<file path="src/exec_core_consts.svh">
`ifndef EXEC_CORE_CONSTS_SVH
`define EXEC_CORE_CONSTS_SVH

// Data path and instruction word width
`define EXEC_DATA_W 32

`define EXEC_REG_COUNT 32

`define EXEC_REG_IDX_W 5

// One quotient bit per divider step
`define EXEC_DIV_STEPS 32

`endif

</file>
<file path="src/exec_pkg.sv">
`include "exec_core_consts.svh"

package exec_pkg;

	typedef logic [`EXEC_DATA_W-1:0] word_t;
	typedef logic [`EXEC_REG_IDX_W-1:0] reg_idx_t;
	typedef logic [4:0] shamt_t;
	typedef logic [15:0] imm16_t;

	typedef enum logic [5:0] {
		op_add   = 6'd8,
		op_addi  = 6'd9,
		op_sub   = 6'd10,
		op_lui   = 6'd11,
		op_div   = 6'd12,
		op_mult  = 6'd13,
		op_divi  = 6'd14,
		op_multi = 6'd15,
		op_sll   = 6'd16,
		op_sra   = 6'd17,
		op_srl   = 6'd18,
		op_and   = 6'd20,
		op_andi  = 6'd21,
		op_or    = 6'd22,
		op_ori   = 6'd23,
		op_xor   = 6'd24,
		op_xori  = 6'd25,
		op_nor   = 6'd26,
		op_unk   = 6'd63  // Any opcode outside the set
	} alu_op_t;

endpackage

</file>
<file path="src/alu_exec_element.sv">
`timescale 1ns/1ps
`include "exec_core_consts.svh"

module alu_exec_element (
	input logic clk,
	input logic reset,
	input logic start,
	output logic completed,
	input exec_pkg::alu_op_t inst_num,
	input exec_pkg::imm16_t const16,
	input exec_pkg::word_t const16_x,
	input exec_pkg::shamt_t shift5,
	input exec_pkg::word_t rs,
	input exec_pkg::word_t rt,
	output exec_pkg::word_t out
);

	import exec_pkg::*;

	localparam int w = `EXEC_DATA_W;

	word_t stage [6];
	logic shift_fill;
	word_t quick_res;
	word_t div_a;
	word_t div_b;
	word_t div_b_sel;
	word_t div_c;
	logic div_enabled;
	logic div_completed;
	word_t mul_b;
	word_t mul_lo;
	logic mul_wait;
	logic busy;

	divider u_divider (
		.clk(clk),
		.reset(reset),
		.enabled(div_enabled),
		.a(div_a),
		.b(div_b),
		.c(div_c),
		.completed(div_completed)
	);

	assign div_b_sel = (inst_num == op_divi) ? const16_x : rt;
	assign mul_b = (inst_num == op_multi) ? const16_x : rt;
	assign busy = mul_wait || div_enabled;

	// Barrel shifter with one stage per bit of shift5
	assign stage[0] = rs;
	assign shift_fill = (inst_num == op_sra) && rs[w-1];  // Sign fill for SRA only

	for (genvar i = 0; i < 5; i++) begin : g_shift
		localparam int amt = 2 ** i;

		always_comb begin
			if (!shift5[i]) begin
				stage[i+1] = stage[i];
			end else if (inst_num == op_sll) begin
				stage[i+1] = {stage[i][w-1-amt:0], {amt{1'b0}}};
			end else begin
				stage[i+1] = {{amt{shift_fill}}, stage[i][w-1:amt]};
			end
		end
	end

	// Results that finish in the start cycle
	always_comb begin
		case (inst_num)
			op_add: begin
				quick_res = rs + rt;
			end
			op_addi: begin
				quick_res = rs + const16_x;
			end
			op_sub: begin
				quick_res = rs - rt;
			end
			op_lui: begin
				quick_res = {const16, 16'h0000};
			end
			op_sll, op_sra, op_srl: begin
				quick_res = stage[5];
			end
			op_and: begin
				quick_res = rs & rt;
			end
			op_andi: begin
				quick_res = {16'h0000, rs[15:0] & const16};  // Zero-extended
			end
			op_or: begin
				quick_res = rs | rt;
			end
			op_ori: begin
				quick_res = {rs[w-1:16], rs[15:0] | const16};
			end
			op_xor: begin
				quick_res = rs ^ rt;
			end
			op_xori: begin
				quick_res = {rs[w-1:16], rs[15:0] ^ const16};
			end
			op_nor: begin
				quick_res = ~(rs | rt);
			end
			default: begin
				quick_res = '0;  // Unknown op reports zero
			end
		endcase
	end

	always_ff @(posedge clk) begin
		if (reset) begin
			completed <= 1'b0;
			mul_wait <= 1'b0;
			div_enabled <= 1'b0;
		end else begin
			completed <= 1'b0;
			if (start) begin
				case (inst_num)
					op_mult, op_multi: begin
						mul_wait <= 1'b1;
					end
					op_div, op_divi: begin
						div_enabled <= 1'b1;
					end
					default: begin
						completed <= 1'b1;
					end
				endcase
			end else if (mul_wait) begin
				mul_wait <= 1'b0;
				completed <= 1'b1;
			end else if (div_enabled && div_completed) begin
				div_enabled <= 1'b0;  // Rearms the divider edge detect
				completed <= 1'b1;
			end
		end
	end

	always_ff @(posedge clk) begin
		if (start) begin
			div_a <= rs;
			div_b <= div_b_sel;
			mul_lo <= $signed(rs) * $signed(mul_b);  // Low word of signed product
			out <= quick_res;
		end else if (mul_wait) begin
			out <= mul_lo;
		end else if (div_enabled && div_completed) begin
			out <= div_c;
		end
	end

	a_completed_pulse: assert property (@(posedge clk) disable iff (reset)
		completed |=> !completed);

	a_no_start_busy: assert property (@(posedge clk) disable iff (reset)
		start |-> !busy);

endmodule

</file>
<file path="src/divider.sv">
`timescale 1ns/1ps
`include "exec_core_consts.svh"

module divider (
	input logic clk,
	input logic reset,
	input logic enabled,
	input exec_pkg::word_t a,
	input exec_pkg::word_t b,
	output exec_pkg::word_t c,
	output logic completed
);

	import exec_pkg::*;

	localparam int w = `EXEC_DATA_W;
	localparam int step_w = $clog2(`EXEC_DIV_STEPS + 1);

	logic enabled_q;
	logic busy;
	logic go;
	logic fits;
	logic [step_w-1:0] step_cnt;
	word_t rem;
	word_t quot;
	word_t rem_src;
	word_t quot_src;
	logic [w:0] trial;
	logic [w:0] diff;

	// Start only on a fresh rising edge of enabled
	assign go = enabled && !enabled_q && !busy;

	// First step runs on the load edge straight from a
	assign rem_src = busy ? rem : '0;
	assign quot_src = busy ? quot : a;
	assign trial = {rem_src, quot_src[w-1]};
	assign diff = trial - {1'b0, b};
	assign fits = trial >= {1'b0, b};  // Always true for b == 0

	always_ff @(posedge clk) begin
		if (reset) begin
			enabled_q <= 1'b0;
			busy <= 1'b0;
			step_cnt <= '0;
			completed <= 1'b0;
		end else begin
			enabled_q <= enabled;
			completed <= 1'b0;
			if (go) begin
				busy <= 1'b1;
				step_cnt <= step_w'(1);
			end else if (busy) begin
				step_cnt <= step_cnt + 1'b1;
				if (step_cnt == step_w'(`EXEC_DIV_STEPS - 1)) begin  // Last quotient bit
					busy <= 1'b0;
					completed <= 1'b1;
				end
			end
		end
	end

	always_ff @(posedge clk) begin
		if (go || busy) begin
			quot <= {quot_src[w-2:0], fits};
			rem <= fits ? diff[w-1:0] : trial[w-1:0];
		end
	end

	assign c = quot;

	a_done_while_enabled: assert property (@(posedge clk) disable iff (reset)
		completed |-> enabled);

endmodule

</file>
<file path="src/exec_control.sv">
`timescale 1ns/1ps

module exec_control (
	input logic clk,
	input logic reset,
	input logic inst_valid,
	output logic inst_ready,
	input exec_pkg::word_t inst,
	output exec_pkg::word_t inst_word,
	input exec_pkg::reg_idx_t rd,
	output logic alu_start,
	input logic alu_completed,
	input exec_pkg::word_t alu_out,
	output logic res_valid,
	input logic res_ready,
	output exec_pkg::reg_idx_t res_rd,
	output exec_pkg::word_t res_data,
	output logic wr_en,
	output exec_pkg::reg_idx_t wr_idx,
	output exec_pkg::word_t wr_data
);

	typedef enum logic [1:0] {
		st_idle,
		st_exec,
		st_hold
	} state_t;

	state_t state;

	assign inst_ready = (state == st_idle);
	assign res_valid = (state == st_hold);

	always_ff @(posedge clk) begin
		if (reset) begin
			state <= st_idle;
			alu_start <= 1'b0;
		end else begin
			alu_start <= 1'b0;
			case (state)
				st_idle: begin
					if (inst_valid) begin
						state <= st_exec;
						alu_start <= 1'b1;  // ALU sees decoded word next cycle
					end
				end
				st_exec: begin
					if (alu_completed) begin
						state <= st_hold;
					end
				end
				default: begin
					if (res_ready) begin
						state <= st_idle;
					end
				end
			endcase
		end
	end

	always_ff @(posedge clk) begin
		if (inst_valid && inst_ready) begin
			inst_word <= inst;
		end
		if ((state == st_exec) && alu_completed) begin
			res_data <= alu_out;
		end
	end

	// Writeback commits at the result handshake
	assign res_rd = rd;
	assign wr_en = res_valid && res_ready;
	assign wr_idx = rd;
	assign wr_data = res_data;

	a_res_stable: assert property (@(posedge clk) disable iff (reset)
		(res_valid && !res_ready) |=> (res_valid && $stable(res_rd) && $stable(res_data)));

endmodule

</file>
<file path="src/exec_core.sv">
`timescale 1ns/1ps

module exec_core (
	input logic clk,
	input logic reset,
	input logic inst_valid,
	output logic inst_ready,
	input exec_pkg::word_t inst,
	output logic res_valid,
	input logic res_ready,
	output exec_pkg::reg_idx_t res_rd,
	output exec_pkg::word_t res_data
);

	import exec_pkg::*;

	word_t inst_word;
	alu_op_t op;
	reg_idx_t rd_idx;
	reg_idx_t rs_idx;
	reg_idx_t rt_idx;
	shamt_t shift5;
	imm16_t const16;
	word_t const16_x;
	word_t rs_data;
	word_t rt_data;
	logic alu_start;
	logic alu_completed;
	word_t alu_out;
	logic wr_en;
	reg_idx_t wr_idx;
	word_t wr_data;

	inst_decoder u_decoder (
		.inst(inst_word),
		.op(op),
		.rd(rd_idx),
		.rs(rs_idx),
		.rt(rt_idx),
		.shift5(shift5),
		.const16(const16),
		.const16_x(const16_x)
	);

	reg_file u_reg_file (
		.clk(clk),
		.reset(reset),
		.rd_idx_a(rs_idx),
		.rd_idx_b(rt_idx),
		.rd_data_a(rs_data),
		.rd_data_b(rt_data),
		.wr_en(wr_en),
		.wr_idx(wr_idx),
		.wr_data(wr_data)
	);

	exec_control u_control (
		.clk(clk),
		.reset(reset),
		.inst_valid(inst_valid),
		.inst_ready(inst_ready),
		.inst(inst),
		.inst_word(inst_word),
		.rd(rd_idx),
		.alu_start(alu_start),
		.alu_completed(alu_completed),
		.alu_out(alu_out),
		.res_valid(res_valid),
		.res_ready(res_ready),
		.res_rd(res_rd),
		.res_data(res_data),
		.wr_en(wr_en),
		.wr_idx(wr_idx),
		.wr_data(wr_data)
	);

	alu_exec_element u_alu (
		.clk(clk),
		.reset(reset),
		.start(alu_start),
		.completed(alu_completed),
		.inst_num(op),
		.const16(const16),
		.const16_x(const16_x),
		.shift5(shift5),
		.rs(rs_data),
		.rt(rt_data),
		.out(alu_out)
	);

endmodule

</file>
<file path="src/inst_decoder.sv">
`timescale 1ns/1ps

module inst_decoder (
	input exec_pkg::word_t inst,
	output exec_pkg::alu_op_t op,
	output exec_pkg::reg_idx_t rd,
	output exec_pkg::reg_idx_t rs,
	output exec_pkg::reg_idx_t rt,
	output exec_pkg::shamt_t shift5,
	output exec_pkg::imm16_t const16,
	output exec_pkg::word_t const16_x
);

	import exec_pkg::*;

	logic [5:0] op_raw;

	assign op_raw = inst[31:26];

	// Only defined encodings pass through
	always_comb begin
		case (op_raw) inside
			[6'd8:6'd18], [6'd20:6'd26]: begin
				op = alu_op_t'(op_raw);
			end
			default: begin
				op = op_unk;
			end
		endcase
	end

	assign rd = inst[25:21];
	assign rs = inst[20:16];
	assign rt = inst[15:11];
	assign shift5 = inst[10:6];

	// Immediate overlaps rt and shift5
	assign const16 = inst[15:0];
	assign const16_x = {{16{inst[15]}}, inst[15:0]};

endmodule

</file>
<file path="src/reg_file.sv">
`timescale 1ns/1ps
`include "exec_core_consts.svh"

module reg_file (
	input logic clk,
	input logic reset,
	input exec_pkg::reg_idx_t rd_idx_a,
	input exec_pkg::reg_idx_t rd_idx_b,
	output exec_pkg::word_t rd_data_a,
	output exec_pkg::word_t rd_data_b,
	input logic wr_en,
	input exec_pkg::reg_idx_t wr_idx,
	input exec_pkg::word_t wr_data
);

	import exec_pkg::*;

	word_t regs [`EXEC_REG_COUNT];

	always_ff @(posedge clk) begin
		if (reset) begin
			for (int i = 0; i < `EXEC_REG_COUNT; i++) begin
				regs[i] <= '0;
			end
		end else if (wr_en && (wr_idx != '0)) begin  // r0 is never written
			regs[wr_idx] <= wr_data;
		end
	end

	assign rd_data_a = (rd_idx_a == '0) ? '0 : regs[rd_idx_a];
	assign rd_data_b = (rd_idx_b == '0) ? '0 : regs[rd_idx_b];

endmodule

</file>
<file path="config.mk">
export PLATFORM = sky130hd
export DESIGN_NAME = exec_core
export DESIGN_NICKNAME = d
export VERILOG_FILES = /design/src/exec_pkg.sv /design/src/alu_exec_element.sv /design/src/divider.sv /design/src/exec_control.sv /design/src/exec_core.sv /design/src/inst_decoder.sv /design/src/reg_file.sv
export VERILOG_INCLUDE_DIRS = /design/src
export SDC_FILE = /design/constraint.sdc
export NUM_CORES = 2
export LEC_CHECK = 0
export BUFFER_PORTS_ARGS = -buffer_cell sky130_fd_sc_hd__buf_4
export CAP_MARGIN = 20
export CORE_AREA = 2 2 485 487
export CTS_CLUSTER_DIAMETER = 50
export DETAILED_ROUTE_END_ITERATION = 6
export DIE_AREA = 0 0 487 489
export GPL_TIMING_DRIVEN = 0
export HOLD_SLACK_MARGIN = 0.03
export SLEW_MARGIN = 20
export SYNTH_ARGS = -nofsm -noshare
export SYNTH_HDL_FRONTEND = slang
export SYNTH_SLANG_ARGS = --single-unit
</file>
<file path="constraint.sdc">
create_clock -name clk -period 24.9 [get_ports clk]
set_input_delay 3.735 -clock clk [delete_from_list [all_inputs] [get_ports clk]]
set_output_delay 3.735 -clock clk [all_outputs]
set_load 0.03 [all_outputs]
</file>
==> flow_summary.yaml <==
grt:
  met2_usage_pct: 54.5
  grt_pass1_vias: 70270
  grtUsageTotal_pct: 36.9
  grtUsageMet1_pct: 46.2
  antenna_found_initial: 44
  grt_pass1_wl_mm: 597
  grt-ovfl-total: 0
  grt_use_met3_pct: 12.6
  grt_max_degree: 51
  grt-busiest-layer: "met2"
min_path:
  hp-class: "flip-flop to flip-flop"
  hold_depth: 0
  min_from: "u_alu.out[5]$_DFFE_PP_"
  min_to: "u_control.res_data[5]$_DFFE_PP_"
sta:
  rsz0062_at_grt: "false"
  skew_ns: 0.108
  worst_slew_pin_slew_ns: 1.28
  maxSlewViolCount: 0
  finalSetupViolations: 0
  hold_violations: 0
  max_slew_margin_pct: 12.4
  setup_tns_ns: 0
  period_needed_ns: 13.69
  min_period_over_period_pct: 55.0
  fmax_mhz: 73.0
clock_tree:
  insertion_delay_ns: 0.90
  cts_root_buffer: "clkbuf_16"
  cts_tree: "done"
  clockBufferDepth: 3
  cts_made_buffers: 168
  post_cts_resized: 0
  clk_pin_slew_worst_paths_ns: 0.05
  numClockSinks: 1305
  cts_setup_buffers: 0
  h-tree-depth: 4
  postCtsHoldBufs: 0
pwr:
  combPwrFrac_pct: 67.1
  ir_drop_mv: 0.921
  seqPwrFrac_pct: 17.8
  internal_power_uw: 8700
  pwr_density_cell_mw_per_mm2: 163
  switching_share_pct: 48.7
  switching_power_uw: 8250
  leakagePower_uw: 0.0403
  clkPwrFrac_pct: 15.0
finish:
  layout-drive-gt1-share_pct: 16.1
  final_common_cell: "edfxtp_1"
  final_cell_mix: "edfxtp_1, and2_1, nor2_1, inv_1, mux4_2"
  design_area_sq_mm: 0.104
  synthToLayoutAreaGrowth_pct: 12.3
  fin_nets: 8835
logic_synthesis:
  post_synth_num_cell_types: 99
  ys_warn_count: 0
  syn-cell-area_sq_mm: 0.0929
  ys_seq_elements: 1305
  synth_edf_count: 1280
  syn_inst: 7763
  synthFlopType: "edfxtp_1"
  yosysSeqAreaShare_pct: 41.9
  async_reset_ff_share_pct: 0
  syn-mean-instance-area_sq_um: 12.0
setup_path:
  reg2reg_depth: 37
  path_buf_inv: 11
  cpMaxStageDelayCell: "clkbuf_1"
  path_max_fanout: 11
  critPathLaunchType: "flip-flop"
  worstPathRequired_ns: 25.48
  r2r_setup_slack_ns: 11.21
  path_class: "flip-flop to flip-flop"
  cpMostUsedCell: "fa_1"
  cpPeakStageDelay_ns: 0.96
  endpoint_kind: "flip-flop"
  r2r_end: "u_alu.mul_lo[30]$_DFFE_PP_"
  crit_family: "buffers and inverters"
  cp_data_arrival_time_ns: 14.27
flow_run:
  cap_violations: 0
run_status:
  status: "finished, violations left"
  violations: "DRC"
route:
  finalWirelength_mm: 445
  antenna_left: 0
  vias: 72506
  viasPerCell: 6.42
  dr.pass1.iters: 7
  drtIter0Drc: 10880
  detail_route.wl_per_cell_um: 39.4
  drc: 4
placed_design:
  placed_area_sq_mm: 0.0985
  numPortBuffers: 74
  gp_congestion: 1.06
  hpwl_mm: 334
floorplanning:
  io_pins: 75
  die-area_sq_mm: 0.238
  initial_core_util_pct: 39.8
  num_rows: 178
  die_y_um: 489
  chipWidth_um: 487
  core_sq_mm: 0.234
==> worst register-to-register path: cells and delay by family (launching register included) <==
family | cells | cell delay [ns]
muxes | 2 | 1.11
DFF | 1 | 0.75
buffers and inverters | 11 | 4.73
adders and majority gates | 9 | 3.79
and+or+nand+nor | 5 | 0.63
AOI/OAI and AO/OA | 9 | 2.13
xor gates and xnor gates | 1 | 0.31
==> sequential cells by signal (all words and copies together), names as in the netlist, 6 cells and up, named ones only <==
signal and cells:
u_alu.div_b 32, u_alu.mul_lo 32, u_reg_file.regs 1024, u_control.res_data 32, u_alu.out 32, u_alu.div_a 32
u_alu.u_divider.c 32, u_control.inst_word 32, u_alu.u_divider.rem 32, u_alu.u_divider.step_cnt 6
==> synthesized netlist by cell type (44+ instances only) <==
| master | n | area share [%] |
|---|---|---|
| and2_1 | 1060 | 7.1 |
| o21ai_0 | 219 | 1.2 |
| inv_1 | 582 | 2.4 |
| edfxtp_1 | 1280 | 41 |
| a31oi_1 | 50 | 0.34 |
| clkbuf_1 | 449 | 1.8 |
| mux4_2 | 578 | 14 |
| a21o_1 | 44 | 0.36 |
| nand3_1 | 67 | 0.36 |
| xnor2_1 | 117 | 1.1 |
| fa_1 | 410 | 8.8 |
| nand2_1 | 376 | 1.5 |
| mux2i_1 | 189 | 2.0 |
| mux2_2 | 71 | 0.86 |
| nor3_1 | 57 | 0.31 |
| ha_1 | 313 | 4.2 |
| nor2_1 | 688 | 2.8 |
| or2_2 | 57 | 0.38 |
| a21oi_1 | 284 | 1.5 |
| o22ai_1 | 58 | 0.39 |
| buf_2 | 60 | 0.32 |
| nand2b_1 | 97 | 0.65 |
| buf_1 | 51 | 0.21 |
==> worst max-delay path by stage <==
stage	slack, ns	cells past startpoint	endpoint
finish	11.21	37	u_alu.mul_lo[30]$_DFFE_PP_
global route	11.15	35	u_alu.mul_lo[31]$_DFFE_PP_
CTS	10.85	33	u_alu.mul_lo[31]$_DFFE_PP_
detailed placement	10.92	33	u_alu.mul_lo[31]$_DFFE_PP_
global placement	9.16	31	u_alu.mul_lo[31]$_DFFE_PP_
floorplan	15.68	33	u_alu.mul_lo[31]$_DFFE_PP_
==> stage by stage <==
step	utilization [%]	hold slack, ns	power, uW	cells	worst slack [ns]
final	44.7	0.416	17000	11291	11.21
after global routing	44.6	0.421	18000	11274	11.15
after CTS	44.6	0.417	16800	11272	10.85
after detailed placement	42.2	0.405	14300	10965	10.92
after global placement	41.7	0.408	14100	10928	9.16
after floorplan	-	0.400	10500	7794	15.68
==> metal layers <==
| metal | up-vias | wire length [um] | part of all wire (%) |
|---|---|---|---|
| met3 | 1271 | 56900 | 13 |
| met4 | 34 | 34900 | 7.8 |
| met5 | - | 260 | 0.058 |
| met2 | 5496 | 191000 | 43 |
| met1 | 37268 | 161000 | 36 |
| li1 | 28437 | - | - |
==> logic make-up (layout without fill, tap and decap cells) <==
| family | count (synthesis) | count (layout) | share of synthesized area (%) |
|---|---|---|---|
| compound gates | 986 | 986 | 6.76 |
| xor+xnor | 148 | 148 | 1.41 |
| fa+ha+maj | 723 | 723 | 13.0 |
| buf+inv | 1206 | 1625 | 5.32 |
| flops | 1305 | 1305 | 41.9 |
| mux | 855 | 855 | 17.4 |
| other cells | 1 | 50 | 0.00404 |
| simple gates | 2539 | 2539 | 14.2 |
==> layout make-up <==
class | count | area (sq um)
diodes | 18 | 45.0
plain buffers | 615 | 2800
clock buffers | 193 | 4350
clock inverters | 114 | 1410
fillers | 21491 | 129000
inverters | 591 | 2220
multi-input cells | 5283 | 49400
flip-flops and latches | 1305 | 38900
well taps | 3060 | 3830
repair buffers | 112 | 1280
==> power groups by stage <==
| stage | Combinational (uW) | Clock (uW) | Sequential [uW] |
|---|---|---|---|
| 3_5_place_dp | 11200 | 0 | 3060 |
| 4_1_cts | 11300 | 2540 | 3020 |
| 3_3_place_gp | 11000 | 0 | 3070 |
| 2_1_floorplan | 7490 | 0 | 3010 |
| 6_report | 11400 | 2550 | 3020 |
| 5_1_grt | 12300 | 2620 | 3030 |
(Power assumes the default switching activity.)
